File: config.mk
export PLATFORM = sky130hd
export DESIGN_NAME = tag_gateway_top
export DESIGN_NICKNAME = d
export VERILOG_FILES = /design/src/hw/tag_pkg.sv /design/src/hw/tag_trace_rom.sv /design/src/hw/tag_trace_replay.sv /design/src/hw/tag_serializer.sv /design/src/hw/tag_master.sv /design/src/hw/tag_client_bank.sv /design/src/hw/tag_gateway_top.sv
export SDC_FILE = /design/constraint.sdc
export NUM_CORES = 1
export LEC_CHECK = 0
export BUFFER_PORTS_ARGS = -buffer_cell sky130_fd_sc_hd__buf_2
export CAP_MARGIN = 20
export CORE_MARGIN = 1.5
export CORE_UTILIZATION = 55
export DETAILED_ROUTE_END_ITERATION = 8
export GPL_TIMING_DRIVEN = 0
export PLACE_DENSITY = 0.8
export SYNTH_ARGS = -nofsm -noshare
export SYNTH_HDL_FRONTEND = slang
export SYNTH_SLANG_ARGS = --single-unit
export TNS_END_PERCENT = 50
File: constraint.sdc
create_clock -name clk_i -period 2.69 [get_ports clk_i]
set_input_delay 0.807 -clock clk_i [delete_from_list [all_inputs] [get_ports clk_i]]
set_output_delay 0.807 -clock clk_i [all_outputs]
set_load 0.1 [all_outputs]
File: src/hw/tag_trace.mem
// Each word is op[13:12] id[11:8] reset[7] did[6:0] in four hex digits
// Op 0 is nop, 1 send, 2 wait and 3 done, and a wait payload is its cycle count
1985  // core reset 1 did 05
1a92  // host reset 1 did 12
1ba1  // router reset 1 did 21
137f  // unknown id 3
2014  // wait 20 cycles
190a  // core reset 0 did 0a
1ab3  // host reset 1 did 33
1b44  // router reset 0 did 44
0000  // nop
1a35  // host reset 0 did 35, last reset cleared
2010  // wait 16 cycles for the last update to land
3000  // done
File: src/hw/tag_pkg.sv
`default_nettype none

package tag_pkg;

  //////////////////////////////////////////////////
  // Widths and counts

  localparam int unsigned client_id_width_lp = 4;
  localparam int unsigned did_width_lp       = 7;
  localparam int unsigned payload_width_lp   = did_width_lp + 1;
  localparam int unsigned packet_bits_lp     = 1 + client_id_width_lp + payload_width_lp;
  localparam int unsigned rom_addr_width_lp  = 5;
  localparam int unsigned rom_depth_lp       = 32;
  localparam int unsigned num_clients_lp     = 3;
  localparam int unsigned bit_cnt_width_lp   = $clog2(packet_bits_lp + 1);

  typedef logic [client_id_width_lp-1:0] client_id_t;
  typedef logic [rom_addr_width_lp-1:0]  rom_addr_t;
  typedef logic [bit_cnt_width_lp-1:0]   bit_cnt_t;
  typedef logic [payload_width_lp-1:0]   wait_cnt_t;

  localparam rom_addr_t rom_last_addr_lp = rom_addr_t'(rom_depth_lp - 1);

  // Serial line counts, start bit included and excluded
  localparam bit_cnt_t packet_cnt_lp = bit_cnt_t'(packet_bits_lp);
  localparam bit_cnt_t body_cnt_lp   = bit_cnt_t'(packet_bits_lp - 1);

  //////////////////////////////////////////////////
  // Client ids

  localparam client_id_t client_core_lp   = 4'd9;
  localparam client_id_t client_host_lp   = 4'd10;
  localparam client_id_t client_router_lp = 4'd11;

  // Index 0 is core, 1 is host, 2 is router
  localparam logic [num_clients_lp-1:0][client_id_width_lp-1:0] client_ids_lp =
    {client_router_lp, client_host_lp, client_core_lp};

  //////////////////////////////////////////////////
  // Types

  typedef enum logic [1:0]
  {
    e_op_nop  = 2'd0
   ,e_op_send = 2'd1
   ,e_op_wait = 2'd2
   ,e_op_done = 2'd3
  } tag_op_e;

  typedef struct packed
  {
    logic                    reset;
    logic [did_width_lp-1:0] did;
  } tag_payload_s;

  typedef struct packed
  {
    client_id_t   id;
    tag_payload_s payload;
  } tag_packet_s;

  // Payload doubles as the cycle count of a wait word
  typedef struct packed
  {
    tag_op_e      op;
    client_id_t   id;
    tag_payload_s payload;
  } tag_trace_word_s;

endpackage

`default_nettype wire

File: src/hw/tag_trace_rom.sv
`default_nettype none

module tag_trace_rom
  (input  logic                                 clk_i
  ,input  logic [tag_pkg::rom_addr_width_lp-1:0] addr_i
  ,output tag_pkg::tag_trace_word_s              data_o
  );

  tag_pkg::tag_trace_word_s mem [tag_pkg::rom_depth_lp];

  // Entries past the end of the trace file read back as nop
  initial
    begin
      for (int i = 0; i < tag_pkg::rom_depth_lp; i++)
        begin
          mem[i] = '0;
        end
      $readmemh("/design/src/hw/tag_trace.mem", mem);
    end

  // Registered read
  always_ff @(posedge clk_i)
    begin
      data_o <= mem[addr_i];
    end

endmodule

`default_nettype wire

File: src/hw/tag_trace_replay.sv
`default_nettype none

module tag_trace_replay
  (input  logic                                 clk_i
  ,input  logic                                 rst_n_i
  ,input  logic                                 enable_i
  ,output logic [tag_pkg::rom_addr_width_lp-1:0] rom_addr_o
  ,input  tag_pkg::tag_trace_word_s              rom_data_i
  ,input  logic                                 busy_i
  ,output logic                                 send_v_o
  ,output tag_pkg::tag_packet_s                  send_o
  ,output logic                                 done_o
  );

  typedef enum logic [1:0]
  {
    e_fetch
   ,e_decode
   ,e_wait
   ,e_done
  } state_e;

  state_e                state_r;
  tag_pkg::rom_addr_t    addr_r;
  tag_pkg::wait_cnt_t    wait_cnt_r;
  logic                  send_v_r;
  logic                  done_r;
  tag_pkg::tag_packet_s  send_r;

  logic advance;
  logic issue;
  logic stop;
  logic last_word;

  assign last_word = (addr_r == tag_pkg::rom_last_addr_lp);

  //////////////////////////////////////////////////
  // Opcode decode

  always_comb
    begin
      advance = 1'b0;
      issue   = 1'b0;
      stop    = 1'b0;
      case (state_r)
        e_decode:
          if (enable_i)
            begin
              case (rom_data_i.op)
                tag_pkg::e_op_nop:  advance = 1'b1;
                tag_pkg::e_op_send:
                  begin
                    // Hold the word until the serializer is free
                    issue   = ~busy_i;
                    advance = ~busy_i;
                  end
                tag_pkg::e_op_wait: advance = (rom_data_i.payload == '0);
                tag_pkg::e_op_done: stop    = 1'b1;
                default:            advance = 1'b1;
              endcase
            end
        e_wait:
          advance = enable_i & (wait_cnt_r == tag_pkg::wait_cnt_t'(1));
        default:
          advance = 1'b0;
      endcase

      // Running off the end of the table also ends the trace
      if (advance && last_word)
        begin
          stop = 1'b1;
        end
    end

  //////////////////////////////////////////////////
  // Sequencing

  always_ff @(posedge clk_i)
    begin
      if (!rst_n_i)
        begin
          state_r    <= e_fetch;
          addr_r     <= '0;
          wait_cnt_r <= '0;
          send_v_r   <= 1'b0;
          done_r     <= 1'b0;
        end
      else
        begin
          send_v_r <= issue;
          if (stop)
            begin
              state_r <= e_done;
              done_r  <= 1'b1;
            end
          else if (advance)
            begin
              addr_r  <= addr_r + 1'b1;
              state_r <= e_fetch;
            end
          else
            begin
              case (state_r)
                e_fetch:
                  if (enable_i)
                    begin
                      state_r <= e_decode;
                    end
                e_decode:
                  if (enable_i && rom_data_i.op == tag_pkg::e_op_wait)
                    begin
                      wait_cnt_r <= rom_data_i.payload;
                      state_r    <= e_wait;
                    end
                e_wait:
                  if (enable_i)
                    begin
                      wait_cnt_r <= wait_cnt_r - 1'b1;
                    end
                default:
                  state_r <= e_done;
              endcase
            end
        end
    end

  // Packet captured with the strobe
  always_ff @(posedge clk_i)
    begin
      if (issue)
        begin
          send_r.id      <= rom_data_i.id;
          send_r.payload <= rom_data_i.payload;
        end
    end

  assign rom_addr_o = addr_r;
  assign send_v_o   = send_v_r;
  assign send_o     = send_r;
  assign done_o     = done_r;

endmodule

`default_nettype wire

File: src/hw/tag_serializer.sv
`default_nettype none

module tag_serializer
  (input  logic                 clk_i
  ,input  logic                 rst_n_i
  ,input  logic                 send_v_i
  ,input  tag_pkg::tag_packet_s send_i
  ,output logic                 busy_o
  ,output logic                 tag_data_o
  );

  logic [tag_pkg::packet_bits_lp-1:0] shift_r;
  tag_pkg::bit_cnt_t                  cnt_r;
  logic                               active_r;

  // Bit counter, one count per bit left on the line
  always_ff @(posedge clk_i)
    begin
      if (!rst_n_i)
        begin
          active_r <= 1'b0;
          cnt_r    <= '0;
        end
      else if (send_v_i)
        begin
          active_r <= 1'b1;
          cnt_r    <= tag_pkg::packet_cnt_lp;
        end
      else if (active_r)
        begin
          cnt_r <= cnt_r - 1'b1;
          if (cnt_r == tag_pkg::bit_cnt_t'(1))
            begin
              active_r <= 1'b0;
            end
        end
    end

  // Start bit leads, then id and payload MSB first
  always_ff @(posedge clk_i)
    begin
      if (send_v_i)
        begin
          shift_r <= {1'b1, send_i};
        end
      else if (active_r)
        begin
          shift_r <= {shift_r[tag_pkg::packet_bits_lp-2:0], 1'b0};
        end
    end

  assign busy_o     = active_r | send_v_i;

  // Line idles low
  assign tag_data_o = active_r & shift_r[tag_pkg::packet_bits_lp-1];

endmodule

`default_nettype wire

File: src/hw/tag_master.sv
`default_nettype none

module tag_master
  (input  logic                 clk_i
  ,input  logic                 rst_n_i
  ,input  logic                 tag_data_i
  ,output logic                 update_v_o
  ,output tag_pkg::tag_packet_s update_o
  );

  typedef enum logic
  {
    e_idle
   ,e_recv
  } state_e;

  state_e                                 state_r;
  tag_pkg::bit_cnt_t                      cnt_r;
  logic [$bits(tag_pkg::tag_packet_s)-1:0] shift_r;
  logic                                   update_v_r;

  tag_pkg::tag_packet_s packet_n;
  logic                 id_known;

  // Packet as it stands after this cycle's bit
  always_comb
    begin
      packet_n = {shift_r[$bits(tag_pkg::tag_packet_s)-2:0], tag_data_i};
      id_known = 1'b0;
      for (int i = 0; i < tag_pkg::num_clients_lp; i++)
        begin
          if (packet_n.id == tag_pkg::client_ids_lp[i])
            begin
              id_known = 1'b1;
            end
        end
    end

  always_ff @(posedge clk_i)
    begin
      if (!rst_n_i)
        begin
          state_r    <= e_idle;
          cnt_r      <= '0;
          update_v_r <= 1'b0;
        end
      else
        begin
          update_v_r <= 1'b0;
          case (state_r)
            e_idle:
              if (tag_data_i)
                begin
                  state_r <= e_recv;
                  cnt_r   <= tag_pkg::body_cnt_lp;
                end
            e_recv:
              begin
                cnt_r <= cnt_r - 1'b1;
                if (cnt_r == tag_pkg::bit_cnt_t'(1))
                  begin
                    state_r    <= e_idle;
                    // Unknown ids are dropped here
                    update_v_r <= id_known;
                  end
              end
            default:
              state_r <= e_idle;
          endcase
        end
    end

  // Shifter holds the last packet until the next start bit
  always_ff @(posedge clk_i)
    begin
      if (state_r == e_recv)
        begin
          shift_r <= packet_n;
        end
    end

  assign update_v_o = update_v_r;
  assign update_o   = shift_r;

endmodule

`default_nettype wire

File: src/hw/tag_client_bank.sv
`default_nettype none

module tag_client_bank
  (input  logic                            clk_i
  ,input  logic                            rst_n_i
  ,input  logic                            update_v_i
  ,input  tag_pkg::tag_packet_s            update_i
  ,input  logic                            done_i
  ,output logic                            core_reset_o
  ,output logic                            host_reset_o
  ,output logic                            router_reset_o
  ,output logic [tag_pkg::did_width_lp-1:0] core_did_o
  ,output logic [tag_pkg::did_width_lp-1:0] host_did_o
  ,output logic [tag_pkg::did_width_lp-1:0] router_did_o
  );

  tag_pkg::tag_payload_s payload_r [tag_pkg::num_clients_lp];

  // One register per client, selected by id
  always_ff @(posedge clk_i)
    begin
      if (!rst_n_i)
        begin
          for (int i = 0; i < tag_pkg::num_clients_lp; i++)
            begin
              payload_r[i] <= '0;
            end
        end
      else if (update_v_i)
        begin
          for (int i = 0; i < tag_pkg::num_clients_lp; i++)
            begin
              if (update_i.id == tag_pkg::client_ids_lp[i])
                begin
                  payload_r[i] <= update_i.payload;
                end
            end
        end
    end

  // Clients stay in reset until the trace has finished
  assign core_reset_o   = payload_r[0].reset | ~done_i;
  assign host_reset_o   = payload_r[1].reset | ~done_i;
  assign router_reset_o = payload_r[2].reset | ~done_i;

  assign core_did_o   = payload_r[0].did;
  assign host_did_o   = payload_r[1].did;
  assign router_did_o = payload_r[2].did;

endmodule

`default_nettype wire

File: src/hw/tag_gateway_top.sv
`default_nettype none

module tag_gateway_top
  (input  logic                            clk_i
  ,input  logic                            rst_n_i
  ,input  logic                            enable_i
  ,output logic                            core_reset_o
  ,output logic                            host_reset_o
  ,output logic                            router_reset_o
  ,output logic [tag_pkg::did_width_lp-1:0] core_did_o
  ,output logic [tag_pkg::did_width_lp-1:0] host_did_o
  ,output logic [tag_pkg::did_width_lp-1:0] router_did_o
  ,output logic                            trace_done_o
  );

  logic [tag_pkg::rom_addr_width_lp-1:0] rom_addr_lo;
  tag_pkg::tag_trace_word_s              rom_data_lo;

  logic                 send_v_lo;
  tag_pkg::tag_packet_s send_lo;
  logic                 busy_lo;
  logic                 tag_data_lo;
  logic                 update_v_lo;
  tag_pkg::tag_packet_s update_lo;
  logic                 done_lo;

  //////////////////////////////////////////////////
  // Trace ROM and replay

  tag_trace_rom
    rom
      (.clk_i  ( clk_i )
      ,.addr_i ( rom_addr_lo )
      ,.data_o ( rom_data_lo )
      );

  tag_trace_replay
    replay
      (.clk_i      ( clk_i )
      ,.rst_n_i    ( rst_n_i )
      ,.enable_i   ( enable_i )
      ,.rom_addr_o ( rom_addr_lo )
      ,.rom_data_i ( rom_data_lo )
      ,.busy_i     ( busy_lo )
      ,.send_v_o   ( send_v_lo )
      ,.send_o     ( send_lo )
      ,.done_o     ( done_lo )
      );

  //////////////////////////////////////////////////
  // Serial tag link

  tag_serializer
    serializer
      (.clk_i      ( clk_i )
      ,.rst_n_i    ( rst_n_i )
      ,.send_v_i   ( send_v_lo )
      ,.send_i     ( send_lo )
      ,.busy_o     ( busy_lo )
      ,.tag_data_o ( tag_data_lo )
      );

  tag_master
    master
      (.clk_i      ( clk_i )
      ,.rst_n_i    ( rst_n_i )
      ,.tag_data_i ( tag_data_lo )
      ,.update_v_o ( update_v_lo )
      ,.update_o   ( update_lo )
      );

  //////////////////////////////////////////////////
  // Client payloads

  tag_client_bank
    client_bank
      (.clk_i          ( clk_i )
      ,.rst_n_i        ( rst_n_i )
      ,.update_v_i     ( update_v_lo )
      ,.update_i       ( update_lo )
      ,.done_i         ( done_lo )
      ,.core_reset_o   ( core_reset_o )
      ,.host_reset_o   ( host_reset_o )
      ,.router_reset_o ( router_reset_o )
      ,.core_did_o     ( core_did_o )
      ,.host_did_o     ( host_did_o )
      ,.router_did_o   ( router_did_o )
      );

  assign trace_done_o = done_lo;

endmodule

`default_nettype wire

==> results of run 1 <==
area by class of cell:
type / instances / area (µm²)
clock buffer: 4 / 36.28
fill: 179 / 626.9
timing repair buffer: 5 / 25.02
tap: 27 / 33.78
multi-input combinational: 110 / 711.9
sequential: 16 / 321.6
inverter: 8 / 33.78
buffer: 28 / 192.7
metal layers:
layer | vias to the layer above | track usage, %
li1 | 520 | -
met1 | 452 | 22.96
met5 | - | 0
met3 | 4 | 3.681
met2 | 17 | 38.96
met4 | 0 | 6.190
sequential cells by signal (all words and copies together) (netlist names):
register / cells
replay.wait_cnt_r: 8
replay.done_o: 1
replay.state_r: 2
replay.rom_addr_o: 5
worst min path at each step:
stage	depth (start not counted)	end	from
after global routing	2	replay.rom_addr_o[3]	replay.rom_addr_o[3]
final	2	replay.rom_addr_o[3]	replay.rom_addr_o[3]
after detailed placement	2	replay.rom_addr_o[3]	replay.rom_addr_o[3]
after floorplan	2	replay.rom_addr_o[3]	replay.rom_addr_o[3]
after global placement	2	replay.rom_addr_o[3]	replay.rom_addr_o[3]
after CTS	2	replay.rom_addr_o[3]	replay.rom_addr_o[3]
critical path: stages (launching register included):
cell and delay, ns:
sky130_fd_sc_hd__dfxtp_1 0.42, sky130_fd_sc_hd__inv_1 0.11, sky130_fd_sc_hd__ha_1 0.40, sky130_fd_sc_hd__nand2_1 0.28, sky130_fd_sc_hd__o211ai_1 0.15, sky130_fd_sc_hd__a32oi_1 0.43
sky130_fd_sc_hd__a31oi_1 0.17
per-stage QoR:
stage	total power (W)	hold WS (ns)
2_1_floorplan	0.0007882	0.4384
3_3_place_gp	0.0008536	0.4459
3_5_place_dp	0.0008678	0.4578
4_1_cts	0.001035	0.4717
5_1_grt	0.001109	0.4848
6_report	0.001036	0.4692
cell usage in the layout, fill, tap and decap left out, types with 3 or more instances in the layout:
| cell | n |
|---|---|
| sky130_fd_sc_hd__nand2b_1 | 5 |
| sky130_fd_sc_hd__a31oi_1 | 7 |
| sky130_fd_sc_hd__buf_2 | 6 |
| sky130_fd_sc_hd__buf_4 | 23 |
| sky130_fd_sc_hd__mux2i_1 | 5 |
| sky130_fd_sc_hd__o21ai_0 | 4 |
| sky130_fd_sc_hd__clkbuf_4 | 3 |
| sky130_fd_sc_hd__dfxtp_1 | 15 |
| sky130_fd_sc_hd__clkbuf_1 | 4 |
| sky130_fd_sc_hd__a21oi_1 | 3 |
| sky130_fd_sc_hd__conb_1 | 21 |
| sky130_fd_sc_hd__ha_1 | 9 |
| sky130_fd_sc_hd__nor2_1 | 5 |
| sky130_fd_sc_hd__nand3_1 | 5 |
| sky130_fd_sc_hd__inv_1 | 7 |
| sky130_fd_sc_hd__nand4_1 | 3 |
| sky130_fd_sc_hd__nand2_1 | 13 |
cells by family after synthesis:
group,count (synthesis),share of synthesized area [%]
muxes,5,4.242
other,1,0.3178
and+or+nand+nor,44,21.10
AOI/OAI and AO/OA,31,18.77
DFF,16,27.15
buffers and inverters,36,18.88
adders and majority gates,9,9.544
power groups by stage:
stage / clock, W / sequential [W] / combinational [W]
finish: 0.000165 / 0.000344 / 0.000528
global route: 0.000179 / 0.000351 / 0.000579
CTS: 0.000168 / 0.000342 / 0.000525
detailed placement: 0 / 0.000348 / 0.000520
global placement: 0 / 0.000345 / 0.000509
floorplan: 0 / 0.000335 / 0.000453
==> run summary, run 1 <==
- **CTS H-tree lvls** 1
- **worst r2r dst** replay.wait_cnt_r[2]
- **number of placement rows** 16
- **Skew-Pair Late Insertion Delay** 0.29 ns
- **start of the worst register-to-register path** replay.state_r[0]
- **Seq/Total Area, Yosys** 27.15%
- **DRC violations left** 0
- **flip-flop and latch count after synthesis** 16
- **number of violations reported at the end of detailed-routing iteration 0** 11
- **summed negative setup slack over all endpoints** 0 ns
- **Met3 Routed Length** 67 µm
- **register clock-pin slew on the reported worst setup and hold paths** 0.11 ns
- **Arr. time, crit path** 2.24 ns
- **Die X** 49.32 µm
- **vias per std cell** 5.015
- **number of hold buffers added after cts** 0
- **Synth area leaders** sky130_fd_sc_hd__dfxtp_1 (27%), sky130_fd_sc_hd__buf_4 (15%), sky130_fd_sc_hd__ha_1 (9.5%)
- **sum of routed wire segments on met1** 974 µm
- **Die Span Y** 49.32 µm
- **type of element capturing the critical path** register
- **final standard cell count with taps included and fillers excluded** 198
- **Netlist cell types** 38
- **Routed Wire Length** 2310 µm
- **share of the synthesized area in the top cell type** 27.15%
- **Switching Power** 0.0004978 W
- **startpoint kind of the worst setup timing path** register
- **Design Area, Final** 1355 µm²
- **highest routed metal layer** met4
- **switching share of total power** 48.03%
- **number of search-and-repair iterations in the first detailed-routing pass** 4
- **routability-driven placement congestion ratio** 0.8990
- **share of power burned in registers** 33.2%
- **Post-CTS Resized** 0
- **Max-Cap Viols** 0
- **top-level port count** 28
- **final-report setup violation count** 0
- **final net count** 184
- **CTS Root Cell** sky130_fd_sc_hd__clkbuf_4
- **transition time of the tightest slew-check pin** 0.5210 ns
- **headroom to the max-slew limit** 65.08%
- **number of warnings reported in the yosys synthesis log** 0
- **top post-synthesis cells by count** sky130_fd_sc_hd__buf_4 (23), sky130_fd_sc_hd__dfxtp_1 (16), sky130_fd_sc_hd__nand2_1 (13)
- **average cell area after synthesis** 8.309 µm²
- **critical path startpoint** replay.state_r[0]
- **Mapped Area** 1180 µm²
- **final period utilization** 77.47%
- **initial cell density of the core** 59.53%
- **critical path fanouts, max** 9
- **wire length of the first global-routing pass** 3912 µm
- **cts bufs inserted** 3
- **Post-DP HPWL** 1814 µm
- **Register-to-Register Setup Slack** 0.61 ns
- **power density normalized to cell area** 764.8 nW/µm²
- **Reg2Reg Depth** 6
- **Final WS setup** 0.6060 ns
- **DP Area** 1319 µm²
- **worst setup skew after layout** 0.006129 ns
- **antenna violations before repair** 0
- **buffers inserted during post-CTS setup optimization** 0
- **cell taking the most area after synthesis** sky130_fd_sc_hd__dfxtp_1
- **cell count after synthesis** 142
- **global route total overflow** 0
- **proportion of power drawn by combinational gates** 51.0%
- **most numerous cell in the Yosys netlist** sky130_fd_sc_hd__buf_4
- **total count of hold-check failures in the final report** 0
- **total length of routed met2 wires** 1251 µm
- **core outline area** 1982 µm²
- **full die area** 2432 µm²
- **achievable clock frequency** 479.8 MHz
- **setup repair after global routing missed its margin** false
- **share of post-route cells with drive strength above 1** 22.81%
- **clock share of power** 15.9%
- **type of the worst setup path** reg -> reg
- **minimum setup slack after placement** 0.5122 ns
- **final number of max-transition violations** 0
- **Total GRT Usage** 20.59%
- **class of the tightest hold or removal check** reg -> reg
- **Static Leak** 0.6190 nW
- **result of the run** complete, no violations
- **number of global-route vias before repair** 914
- **number of routed nets with antenna violations** 0
- **DR vias** 993
- **IR drop worst, VDD** 0.0004451 V
- **worst-case clock buffer depth** 2
- **maximum number of pins on one net before global-route repair** 11
- **ys async rst share** 0%
- **number of I/O port buffers** 5
- **# diodes** 0
- **top flip-flop cell by instance count after synthesis** sky130_fd_sc_hd__dfxtp_1
- **clock tree from TritonCTS** done
- **Tmin final** 2.084 ns
- **cell-internal power** 0.0005386 W
- **area growth from synthesis to final layout** 14.85%
- **final core area utilization** 68.37%
- **number of enable-type register cells in the synthesized netlist** 0
- **Worst EP required** 2.85 ns
- **wire length per cell after detailed routing** 11.67 µm
- **# placed instances** 194
- **number of clock sinks** 16
- **termination of the worst setup path** replay.wait_cnt_r[2]
No activity file was read; power rests on OpenSTA's default activity.
==> run 2: changes to the inputs <==
--- a/config.mk
+++ b/config.mk
@@ -8,10 +8,10 @@
 export BUFFER_PORTS_ARGS = -buffer_cell sky130_fd_sc_hd__buf_2
 export CAP_MARGIN = 20
 export CORE_MARGIN = 1.5
-export CORE_UTILIZATION = 55
+export CORE_UTILIZATION = 47
 export DETAILED_ROUTE_END_ITERATION = 8
 export GPL_TIMING_DRIVEN = 0
-export PLACE_DENSITY = 0.8
+export PLACE_DENSITY = 0.72
 export SYNTH_ARGS = -nofsm -noshare
 export SYNTH_HDL_FRONTEND = slang
 export SYNTH_SLANG_ARGS = --single-unit
==> constraint.sdc (replaced) <==
create_clock -name clk_i -period 1.8 [get_ports clk_i]
set_input_delay 0.54 -clock clk_i [delete_from_list [all_inputs] [get_ports clk_i]]
set_output_delay 0.54 -clock clk_i [all_outputs]
set_load 0.1 [all_outputs]
==> run summary, run 2 (same netlist as run 1, synthesis figures left out) <==
- **core outline area** 2297 µm², +16%
- **Total Power** 0.001593 W, +54%
- **register name with the most flops** replay.wait_cnt_r
- **startpoint kind of the worst setup timing path** register
- **Post-DP HPWL** 1749 µm, -3.6%
- **number of placement rows** 17, +1
- **DP Area** 1330 µm², +0.85%
- **class of the tightest hold or removal check** reg -> reg
- **DRC violations left** 0, unchanged
- **area growth from synthesis to final layout** 20.25%
- **Routed Wire Length** 2329 µm, +0.82%
- **largest delay contributor family on the critical path** compound AO/OA/AOI/OAI gates
- **biggest cell delay along the critical path** 0.38 ns, -0.05 ns
- **cell type of the slowest stage on the worst timing path** sky130_fd_sc_hd__dfxtp_1
- **number of hold buffers added after cts** 0, unchanged
- **Die Span Y** 53.11 µm, +7.7%
- **# diodes** 0, unchanged
- **Arr. time, crit path** 1.96 ns, -0.28 ns
- **CTS Root Cell** sky130_fd_sc_hd__clkbuf_4
- **summed negative setup slack over all endpoints** 0 ns, unchanged
- **Worst EP required** 2.02 ns, -0.83 ns
- **critical path fanouts, max** 6, -3
- **initial cell density of the core** 51.36%, -8.2 points
- **worst setup skew after layout** 0.001174 ns, -0.004954 ns
- **commonest non-fill, non-tap cells in the layout** sky130_fd_sc_hd__buf_4 (22), sky130_fd_sc_hd__conb_1 (21), sky130_fd_sc_hd__dfxtp_1 (14)
- **cts bufs inserted** 3, unchanged
- **Max-Cap Viols** 0, unchanged
- **IR drop worst, VDD** 0.0006842 V, +54%
- **worst-case clock buffer depth** 2, unchanged
- **Total GRT Usage** 18.61%, -2.0 points
- **routability-driven placement congestion ratio** 0.8274, -8.0%
- **number of search-and-repair iterations in the first detailed-routing pass** 4, unchanged
- **type of element capturing the critical path** register
- **antenna violations before repair** 0, unchanged
- **setup repair after global routing missed its margin** true
- **vias per std cell** 5.515, +10%
- **result of the run** complete, no violations
- **final-report setup violation count** 0, unchanged
- **most common cell after layout, fill and taps aside** sky130_fd_sc_hd__buf_4
- **full die area** 2820 µm², +16%
- **achievable clock frequency** 575.5 MHz, +20%
- **Static Leak** 0.6390 nW, +3.2%
- **DR vias** 1,103, +11%
- **total buffers and inverters traversed by the critical path** 2, +1
- **Design Area, Final** 1419 µm², +4.7%
- **flip-flop count of the largest register after layout** 8, unchanged
- **Die X** 53.11 µm, +7.7%
- **Skew-Pair Late Insertion Delay** 0.29 ns, about the same
- **total count of hold-check failures in the final report** 0, unchanged
- **type of the worst setup path** reg -> reg
- **final period utilization** 96.53%, +19 points
- **CTS H-tree lvls** 1, unchanged
- **final net count** 185, +0.54%
- **most used cell, CP** sky130_fd_sc_hd__a31oi_1
- **Tmin final** 1.738 ns, -0.3465 ns
- **top-level port count** 28, unchanged
- **cells traversed along the worst timing path** inv_1 > ha_1 > nor4b_4 > buf_4 > a31oi_1 > a31oi_1 > a31oi_1
- **global route total overflow** 0, unchanged
- **number of global-route vias before repair** 968, +5.9%
- **number of clock sinks** 16, unchanged
- **final number of max-transition violations** 0, unchanged
- **number of routed nets with antenna violations** 0, unchanged
- **number of I/O port buffers** 5, unchanged
- **share of post-route cells with drive strength above 1** 26.74%, +3.9 points
- **number of violations reported at the end of detailed-routing iteration 0** 40, +29
- **wire length of the first global-routing pass** 3967 µm, +1.4%
- **register clock-pin slew on the reported worst setup and hold paths** 0.09 ns, -0.02 ns
- **wire length per cell after detailed routing** 11.65 µm, -0.19%
- **maximum number of pins on one net before global-route repair** 11, unchanged
- **clock tree from TritonCTS** done
- **power density normalized to cell area** 1123 nW/µm², +47%
-- run 2: changes by cell type in the layout (fill, tap and decap cells not counted), moves of 2 or more --
cell	delta
sky130_fd_sc_hd__buf_2	-2
sky130_fd_sc_hd__buf_6	+3
sky130_fd_sc_hd__ha_1	-2
sky130_fd_sc_hd__clkbuf_4	+2
-- run 2: final cells by class --
class / count / area [µm²]
clock buffer: 4 / 26.28
multi-input combinational: 110 / 753.2
fill: 203 / 878.3
timing repair buffer: 6 / 41.29
inverter: 8 / 33.78
buffer: 28 / 203.9
tap: 28 / 35.03
sequential: 16 / 325.3
-- run 2: metrics by stage --
stage / cells / hold slack, ns / worst slack, ns / utilization [%]
floorplan: 162 / 0.4384 / -0.1708 / -
global placement: 195 / 0.4515 / -0.1610 / 57.90
detailed placement: 195 / 0.4678 / -0.1679 / 57.90
CTS: 200 / 0.4808 / 0.01770 / 59.97
global route: 200 / 0.5155 / -0.006619 / 61.76
finish: 200 / 0.4789 / 0.06246 / 61.76
-- run 2: what timing repair did --
item | 4_1_cts | 5_1_grt
buffers inserted | 1 | 0
gates resized for setup | 4 | 11
hold endpoints to repair | 0 | 0
setup endpoints to repair | 10 | 16
pin swaps | 0 | 1
-- run 2: report_power, final --
part,total (W),internal (W),switching (W)
clock network,0.000203,0.0000862,0.000117
registers,0.000516,0.000425,0.0000917
logic,0.000874,0.000309,0.000564
-- run 2: layer usage --
| metal | GRT usage [%] | vias to the layer above | wire length, µm | part of all wire, % |
|---|---|---|---|---|
| li1 | - | 526 | - | - |
| met1 | 22.36 | 507 | 951 | 41 |
| met2 | 32.29 | 61 | 1132 | 49 |
| met3 | 2.825 | 9 | 196 | 8.4 |
| met4 | 8.547 | 0 | 49 | 2.1 |
| met5 | 0 | - | 0 | 0 |
-- run 2: tightest hold or removal path, stage by stage, from the launching register on --
cell and delay [ns]:
sky130_fd_sc_hd__dfxtp_1 0.33, sky130_fd_sc_hd__nand2_1 0.05, sky130_fd_sc_hd__mux2i_1 0.06
-- run 2: final timing paths --
| check | slack [ns] | cells after the start | startpoint | endpoint |
|---|---|---|---|---|
| setup / recovery | 0.06 | 7 | replay.wait_cnt_r[1] | replay.wait_cnt_r[5] |
| hold / removal | 0.48 | 2 | replay.rom_addr_o[3] | replay.rom_addr_o[3] |
| setup reg to reg | 0.06 | 7 | replay.wait_cnt_r[1] | replay.wait_cnt_r[5] |
| hold reg to reg | 0.48 | 2 | replay.rom_addr_o[3] | replay.rom_addr_o[3] |
